`src/i2c_consts.svh`:
```
`ifndef I2C_CONSTS_SVH
`define I2C_CONSTS_SVH

// command queue entries
`define I2C_QUEUE_DEPTH 4

// system clocks per quarter of an scl period
`define I2C_QUARTER_CLKS 4

// bits per byte on the wire
`define I2C_BYTE_BITS 8

`endif
```
`src/i2c_pkg.sv`:
```
`include "i2c_consts.svh"

package i2c_pkg;

	// one register write: device, register, data
	typedef struct packed {
		logic [`I2C_BYTE_BITS-2:0] dev;      // 7-bit address, r/w bit added on the wire
		logic [`I2C_BYTE_BITS-1:0] reg_addr;
		logic [`I2C_BYTE_BITS-1:0] data;
	} i2c_req_t;

	// outcome of one transaction
	typedef enum logic [1:0] {
		OK,
		ADDR_NACK,
		REG_NACK,
		DATA_NACK
	} i2c_status_e;

	typedef struct packed {
		i2c_req_t    req;
		i2c_status_e status;
	} i2c_result_t;

	// bit engine states
	typedef enum logic [3:0] {
		IDLE,
		START,
		SEND_BIT,
		ACK_SLOT,
		STOP,
		GAP
	} i2c_state_e;

endpackage

```
`src/i2c_write_top.sv`:
```
`timescale 1ns/1ps

module i2c_write_top (
	input  logic                clk,
	input  logic                rstn,
	input  logic                req_valid,
	input  i2c_pkg::i2c_req_t    req,
	input  logic                sda_in,
	output logic                scl,
	output logic                sda_pull,
	output logic                busy,
	output logic                done,
	output i2c_pkg::i2c_result_t result,
	output logic                overrun
);
	import i2c_pkg::*;

	i2c_req_t    head;
	logic        head_valid;
	logic        pop;
	logic        sda_sync;
	logic        scl_out;
	logic        sda_low;
	logic        fin;
	i2c_result_t fin_result;
	i2c_state_e  engine_state; // observed by the bound checks

	i2c_cmd_queue queue_i (
		.clk       (clk),
		.rstn      (rstn),
		.req_valid (req_valid),
		.req       (req),
		.pop       (pop),
		.head      (head),
		.head_valid(head_valid),
		.overrun   (overrun)
	);

	i2c_bit_engine engine_i (
		.clk       (clk),
		.rstn      (rstn),
		.head      (head),
		.head_valid(head_valid),
		.pop       (pop),
		.sda_sync  (sda_sync),
		.scl_out   (scl_out),
		.sda_low   (sda_low),
		.fin       (fin),
		.fin_result(fin_result),
		.state     (engine_state)
	);

	i2c_line_io line_i (
		.clk       (clk),
		.rstn      (rstn),
		.scl_out   (scl_out),
		.sda_low   (sda_low),
		.sda_in    (sda_in),
		.pop       (pop),
		.fin       (fin),
		.fin_result(fin_result),
		.sda_sync  (sda_sync),
		.scl       (scl),
		.sda_pull  (sda_pull),
		.busy      (busy),
		.done      (done),
		.result    (result)
	);

endmodule

```
`src/i2c_line_io.sv`:
```
`timescale 1ns/1ps

module i2c_line_io (
	input  logic                clk,
	input  logic                rstn,
	input  logic                scl_out,
	input  logic                sda_low,
	input  logic                sda_in,
	input  logic                pop,
	input  logic                fin,
	input  i2c_pkg::i2c_result_t fin_result,
	output logic                sda_sync,
	output logic                scl,
	output logic                sda_pull,
	output logic                busy,
	output logic                done,
	output i2c_pkg::i2c_result_t result
);

	logic sda_meta;

	// open-drain drives, already registered in the engine
	assign scl      = scl_out;
	assign sda_pull = sda_low;

	// two-flop synchronizer, idle line reads high
	always_ff @(posedge clk or negedge rstn) begin
		if (!rstn) begin
			sda_meta <= 1'b1;
			sda_sync <= 1'b1;
		end else begin
			sda_meta <= sda_in;
			sda_sync <= sda_meta;
		end
	end

	always_ff @(posedge clk or negedge rstn) begin
		if (!rstn) begin
			done <= 1'b0;
			busy <= 1'b0;
		end else begin
			done <= fin;
			if (pop)
				busy <= 1'b1; // back-to-back pop wins over done
			else if (done)
				busy <= 1'b0;
		end
	end

	always_ff @(posedge clk) begin
		if (fin)
			result <= fin_result;
	end

endmodule

```
`src/i2c_bit_engine.sv`:
```
`timescale 1ns/1ps
`include "i2c_consts.svh"

module i2c_bit_engine (
	input  logic                clk,
	input  logic                rstn,
	input  i2c_pkg::i2c_req_t    head,
	input  logic                head_valid,
	output logic                pop,
	input  logic                sda_sync,
	output logic                scl_out,
	output logic                sda_low,
	output logic                fin,
	output i2c_pkg::i2c_result_t fin_result,
	output i2c_pkg::i2c_state_e  state
);
	import i2c_pkg::*;

	localparam int QUARTER = `I2C_QUARTER_CLKS;
	localparam int BITS    = `I2C_BYTE_BITS;
	localparam int QW      = $clog2(QUARTER);
	localparam int BW      = $clog2(BITS);

	logic [QW-1:0]   qcnt;     // clocks within a quarter
	logic [1:0]      quarter;  // quarter within a bit period
	logic [BW-1:0]   bit_cnt;
	logic [1:0]      byte_idx; // 0 addr, 1 reg, 2 data
	logic [BITS-1:0] shreg;
	logic [BITS-1:0] next_byte;
	i2c_req_t        cur;
	i2c_status_e     status;
	i2c_status_e     nack_status;
	logic            nack;
	logic            q_end;
	logic            bit_end;
	logic            start_tx;

	assign q_end    = (qcnt == QW'(QUARTER - 1));
	assign bit_end  = q_end && (quarter == 2'd3);
	assign start_tx = (state == IDLE) && head_valid;

	// byte following the one just acknowledged
	always_comb begin
		case (byte_idx)
			2'd0:    next_byte = cur.reg_addr;
			default: next_byte = cur.data;
		endcase
	end

	always_comb begin
		case (byte_idx)
			2'd0:    nack_status = ADDR_NACK;
			2'd1:    nack_status = REG_NACK;
			default: nack_status = DATA_NACK;
		endcase
	end

	always_ff @(posedge clk or negedge rstn) begin
		if (!rstn) begin
			state    <= IDLE;
			qcnt     <= '0;
			quarter  <= '0;
			bit_cnt  <= '0;
			byte_idx <= '0;
			status   <= OK;
			nack     <= 1'b0;
			scl_out  <= 1'b1;
			sda_low  <= 1'b0;
			pop      <= 1'b0;
			fin      <= 1'b0;
		end else begin
			pop <= 1'b0;
			fin <= 1'b0;
			if (state != IDLE) begin
				qcnt <= q_end ? '0 : qcnt + 1'b1;
				if (q_end)
					quarter <= quarter + 1'b1;
			end
			case (state)
				IDLE: begin
					if (head_valid) begin
						state    <= START;
						pop      <= 1'b1;
						sda_low  <= 1'b1; // sda falls while scl high
						qcnt     <= '0;
						quarter  <= '0;
						byte_idx <= '0;
					end
				end
				START: begin
					if (q_end && quarter == 2'd1) begin
						state   <= SEND_BIT;
						quarter <= '0;
						scl_out <= 1'b0;
						sda_low <= ~shreg[BITS-1];
						bit_cnt <= BW'(BITS - 1);
					end
				end
				SEND_BIT: begin
					if (q_end) begin
						case (quarter)
							2'd1: scl_out <= 1'b1;
							2'd3: begin
								scl_out <= 1'b0;
								if (bit_cnt == '0) begin
									state   <= ACK_SLOT;
									sda_low <= 1'b0; // let the slave drive
								end else begin
									bit_cnt <= bit_cnt - 1'b1;
									sda_low <= ~shreg[BITS-2];
								end
							end
							default: ;
						endcase
					end
				end
				ACK_SLOT: begin
					if (q_end) begin
						case (quarter)
							2'd1: scl_out <= 1'b1;
							2'd2: nack <= sda_sync; // high means no ack
							2'd3: begin
								scl_out <= 1'b0;
								if (nack) begin
									state   <= STOP;
									sda_low <= 1'b1;
									status  <= nack_status;
								end else if (byte_idx == 2'd2) begin
									state   <= STOP;
									sda_low <= 1'b1;
									status  <= OK;
								end else begin
									state    <= SEND_BIT;
									byte_idx <= byte_idx + 1'b1;
									bit_cnt  <= BW'(BITS - 1);
									sda_low  <= ~next_byte[BITS-1];
								end
							end
							default: ;
						endcase
					end
				end
				STOP: begin
					if (q_end) begin
						case (quarter)
							2'd0: scl_out <= 1'b1;
							2'd1: sda_low <= 1'b0; // sda rises with scl high
							2'd2: begin
								state   <= GAP;
								quarter <= '0;
							end
							default: ;
						endcase
					end
				end
				GAP: begin
					if (q_end) begin
						state <= IDLE;
						fin   <= 1'b1;
					end
				end
				default: state <= IDLE;
			endcase
		end
	end

	// payload path
	always_ff @(posedge clk) begin
		if (start_tx) begin
			cur   <= head;
			shreg <= {head.dev, 1'b0}; // write bit is 0
		end else if (state == SEND_BIT && bit_end && bit_cnt != '0) begin
			shreg <= shreg << 1;
		end else if (state == ACK_SLOT && bit_end) begin
			shreg <= next_byte;
		end
		if (state == GAP && q_end) begin
			fin_result.req    <= cur;
			fin_result.status <= status;
		end
	end

endmodule

```
`src/i2c_cmd_queue.sv`:
```
`timescale 1ns/1ps
`include "i2c_consts.svh"

module i2c_cmd_queue (
	input  logic             clk,
	input  logic             rstn,
	input  logic             req_valid,
	input  i2c_pkg::i2c_req_t req,
	input  logic             pop,
	output i2c_pkg::i2c_req_t head,
	output logic             head_valid,
	output logic             overrun
);
	import i2c_pkg::*;

	localparam int DEPTH = `I2C_QUEUE_DEPTH;
	localparam int PW    = $clog2(DEPTH);
	localparam int CW    = $clog2(DEPTH + 1);

	i2c_req_t mem [DEPTH];

	logic [PW-1:0] wr_ptr;
	logic [PW-1:0] rd_ptr;
	logic [CW-1:0] count;
	logic          full;
	logic          do_pop;
	logic          do_push;

	assign full    = (count == CW'(DEPTH));
	assign do_pop  = pop && head_valid;
	// a pop in the same cycle frees the slot
	assign do_push = req_valid && (!full || do_pop);

	assign head       = mem[rd_ptr];
	assign head_valid = (count != '0);

	always_ff @(posedge clk or negedge rstn) begin
		if (!rstn) begin
			wr_ptr  <= '0;
			rd_ptr  <= '0;
			count   <= '0;
			overrun <= 1'b0;
		end else begin
			overrun <= req_valid && !do_push; // request dropped
			if (do_push)
				wr_ptr <= (wr_ptr == PW'(DEPTH - 1)) ? '0 : wr_ptr + 1'b1;
			if (do_pop)
				rd_ptr <= (rd_ptr == PW'(DEPTH - 1)) ? '0 : rd_ptr + 1'b1;
			case ({do_push, do_pop})
				2'b10:   count <= count + 1'b1;
				2'b01:   count <= count - 1'b1;
				default: count <= count;
			endcase
		end
	end

	// storage, no reset
	always_ff @(posedge clk) begin
		if (do_push)
			mem[wr_ptr] <= req;
	end

endmodule

```
`config.mk`:
```
export PLATFORM = sky130hd
export DESIGN_NAME = i2c_write_top
export DESIGN_NICKNAME = d
export VERILOG_FILES = /design/src/i2c_pkg.sv /design/src/i2c_write_top.sv /design/src/i2c_line_io.sv /design/src/i2c_bit_engine.sv /design/src/i2c_cmd_queue.sv
export VERILOG_INCLUDE_DIRS = /design/src /design/src/src
export SDC_FILE = /design/constraint.sdc
export NUM_CORES = 1
export LEC_CHECK = 0
export BUFFER_PORTS_ARGS = -buffer_cell sky130_fd_sc_hd__buf_4
export CAP_MARGIN = 40
export CORE_ASPECT_RATIO = 1.2
export CORE_MARGIN = 10
export CORE_UTILIZATION = 40
export DETAILED_ROUTE_END_ITERATION = 8
export GPL_ROUTABILITY_DRIVEN = 0
export PLACE_DENSITY_LB_ADDON = 0.08
export SKIP_LAST_GASP = 1
export SYNTH_ARGS = -nofsm -noshare
export SYNTH_HDL_FRONTEND = slang
export SYNTH_SLANG_ARGS = --single-unit
```
`constraint.sdc`:
```
create_clock -name clk -period 2.7 [get_ports clk]
set_input_delay 0.135 -clock clk [delete_from_list [all_inputs] [get_ports clk]]
set_output_delay 0.135 -clock clk [all_outputs]
set_load 0.01 [all_outputs]
```
==> flow_metrics.env <==
export IMPL_dp_slack_ps=500.0
export IMPL_powerDensity_nw_per_um2=974.0
export IMPL_cts_sinks=204
export IMPL_endpoint_kind="register"
export IMPL_rows=56
export IMPL_final_common_cell="edfxtp_1"
export IMPL_power_frac_clock_pct=29.8
export IMPL_maxSlewHeadroom_pct=57.50
export IMPL_crit_arrival_ps=2610
export IMPL_detail_route_antenna_nets=0
export IMPL_insertion_delay_ps=490
export IMPL_p_comb_share_pct=21.3
export IMPL_crit_reg2reg_launch="queue_i.count[1]$_DFFE_PN0P_"
export IMPL_post_synth_top_area_fraction_pct=65.60
export IMPL_synth_area_leaders="edfxtp_1 66%, dfrtp_1 8.9%, mux4_1 4.3%, mux4_2 2.9%, ha_1 2.7%"
export IMPL_peakVddDrop_mv=0.6057
export IMPL_io_pins=57
export IMPL_regArea_sq_um=5964
export IMPL_wl_per_cell_um=18.14
export IMPL_r2r_end="queue_i.count[2]$_DFFE_PN0P_"
export IMPL_cts_made_buffers=21
export IMPL_ys_types=59
export IMPL_leakage_nw=3.488
export IMPL_final_setup_viol_count=0
export IMPL_critPathKind="reg2reg"
export IMPL_grt_max_degree=32
export IMPL_swShare_pct=27.42
export IMPL_grtUsageTotal_pct=11.31
export IMPL_highest_layer="met4"
export IMPL_drc=0
export IMPL_num_antenna_cells=0
export IMPL_synthFlopType="edfxtp_1"
export IMPL_synth_async_reset_ratio_pct=15.20
export IMPL_die_area_sq_um=25720
export IMPL_drt_iter0_drc=210
export IMPL_drtPass1Iterations=4
export IMPL_final_cell_mix="172 x edfxtp_1, 72 x buf_4, 28 x dfrtp_1"
export IMPL_hold_violations=0
export IMPL_ys_ff_latch=204
export IMPL_wl_met3_um=593
export IMPL_worst_pin_slew_ps=637.6
export IMPL_wl_met1_um=6217
export IMPL_totalPowerFinal_mw=9.299
export IMPL_fillers=1680
export IMPL_initial_core_util_pct=40.42
export IMPL_power_share_sequential_pct=48.9
export IMPL_critical_path_required_ps=3110
export IMPL_htreeDepth=1
export IMPL_yosysSeqAreaShare_pct=75.75
export IMPL_critical_path_max_stage_delay_ps=420
export IMPL_core_sq_um=19480
export IMPL_final_layout_size_suffix_gt1_share_pct=22.85
export IMPL_num_vias=3905
export IMPL_gr_total_overflow=0
export IMPL_internal_power_mw=6.749
export IMPL_finalClockSkew_ps=13.91
export IMPL_reg2reg_depth=9
export IMPL_grt_pass1_wl_um=23230
export IMPL_port_buffers=56
export IMPL_multi_input_area_sq_um=1732
export IMPL_fmax_ghz=0.4547
export IMPL_period_share_pct=81.45
export IMPL_synth_edff_count=172
export IMPL_fin_crit_ps=2199
export IMPL_synth_largest_area_cell="edfxtp_1"
export IMPL_rsz0062_at_grt="false"
export IMPL_yosys_warnings=0
export IMPL_outcome="finished clean"
export IMPL_crit_buf_inv=2
export IMPL_clock_path_buffers=3
export IMPL_cts_root_buf="clkbuf_16"
export IMPL_path_max_fanout=9
export IMPL_netSwitchingPower_mw=2.550
export IMPL_fin_tns_setup_ps=0
export IMPL_start_kind="register"
export IMPL_crit_slowest_cell="dfrtp_1"
export IMPL_nets=564
export IMPL_synth_nets=460
export IMPL_vias_per_cell=4.912
export IMPL_final_max_slew_viol_count=0
export IMPL_fin_ws_ps=501.0
export IMPL_routed_wl_um=14420
export IMPL_critPathTopFamily="simple AND/OR/NAND/NOR gates"
export IMPL_clk_pin_slew_ps=60
export IMPL_synth_avg_cell_area_sq_um=18.97
export IMPL_hpwl_um=9440
export IMPL_first_global_vias=4232
export IMPL_area_delta_synth_final_pct=21.25
export IMPL_synthCells=415
export IMPL_syn_area_sq_um=7874
export IMPL_drv_cap=0
export IMPL_ff2ff_setup_slack_ps=500
export IMPL_antenna_found_initial=0
export IMPL_die_y_um=173.7
export IMPL_dr_wl_met2_um=7273
export IMPL_path_cells="nor4b_1, nor2b_1, inv_1, ha_1, inv_1, fa_1, xor2_1, nor2_1, xor2_1"
export IMPL_die_x_um=148.1
export IMPL_cts_tree="built"
export IMPL_hold_class="in2async"
-- kinds of logic after synthesis --
kind of cell / synth area share, %
flip-flops: 75.75
AND/OR/NAND/NOR: 4.862
AO/OA/AOI/OAI: 4.910
multiplexers: 8.899
buffers and inverters: 2.288
adder cells (fa/ha/maj): 2.956
XOR/XNOR: 0.3338
-- per-stage QoR --
step	area [sq um]	hold WS (ps)	util [%]	cells
4_1_cts	9547	130.3	49.01	795
6_report	9547	130.2	49.01	795
3_3_place_gp	8627	105.2	44.29	731
5_1_grt	9547	182.2	49.01	795
2_1_floorplan	7874	-160.6	-	415
3_5_place_dp	8627	113.3	44.29	731
-- layer usage --
metal  up-vias  global-route usage, %
met5         -                      0
met4         0                  3.929
met3        29                  2.429
met2        81                  19.51
met1      1945                  13.59
li1       1850                      -
-- worst reg2reg max path, stage by stage (launching register included) --
cell	delay, ps
dfrtp_1	420
nor4b_1	380
nor2b_1	200
inv_1	100
ha_1	180
inv_1	60
fa_1	370
xor2_1	150
nor2_1	110
xor2_1	150
-- synth_stat cells (3+ instances only) --
cell	instances
inv_1	17
mux4_2	10
edfxtp_1	172
nor2_1	15
and2_1	7
a21o_1	3
nor2b_1	4
mux2i_1	10
buf_4	5
dfrtp_1	28
mux2_2	3
buf_2	6
nand4_1	3
nand3_1	5
a221o_1	7
mux4_1	13
dfstp_2	3
nand2_1	16
ha_1	17
clkbuf_1	3
o2bb2ai_1	3
nor3_1	4
o21ai_0	12
-- worst max path at each step --
| stage | start | end | depth (start not counted) | slack (ps) |
|---|---|---|---|---|
| floorplan | engine_i.qcnt[0]$_DFF_PN0_ | engine_i.fin_result[0]$_DFFE_PP_ | 4 | 140 |
| global placement | queue_i.count[1]$_DFFE_PN0P_ | queue_i.count[2]$_DFFE_PN0P_ | 9 | 610 |
| detailed placement | queue_i.count[1]$_DFFE_PN0P_ | queue_i.count[2]$_DFFE_PN0P_ | 9 | 500 |
| CTS | queue_i.count[1]$_DFFE_PN0P_ | queue_i.count[2]$_DFFE_PN0P_ | 9 | 470 |
| global route | queue_i.count[1]$_DFFE_PN0P_ | queue_i.count[2]$_DFFE_PN0P_ | 9 | 280 |
| finish | queue_i.count[1]$_DFFE_PN0P_ | queue_i.count[2]$_DFFE_PN0P_ | 9 | 500 |
-- power groups by stage --
stage | Combinational [mW] | Sequential (mW) | Clock [mW]
after floorplan | 1.52 | 4.42 | 0
after global placement | 1.96 | 4.60 | 0
after detailed placement | 1.98 | 4.63 | 0
after CTS | 2.03 | 4.57 | 2.85
after global routing | 2.22 | 4.63 | 2.98
final | 1.98 | 4.55 | 2.77
-- registers in the layout, summed over array words and instances (netlist names), 3 cells and up --
register,cells
engine_i.bit_cnt,3
engine_i.shreg,8
engine_i.fin_result,25
queue_i.count,3
queue_i.mem,92
engine_i.cur,23
engine_i.state,3
line_i.result,25
-- area by class of cell --
| cell class | instances | area share [%] |
|---|---|---|
| flip-flops and latches | 204 | 62.48 |
| multi-input cells | 177 | 18.14 |
| repair buffers | 98 | 8.388 |
| clock buffers | 27 | 5.845 |
| well taps | 261 | 3.421 |
| clock inverters | 11 | 1.062 |
| inverters | 17 | 0.6684 |
-- what timing repair did --
item,CTS,global route
hold buffers,26,0
endpoints found under the hold margin,125,0
gates resized for setup,0,0
setup buffers,0,0
No activity file was read; power rests on OpenSTA's default activity.
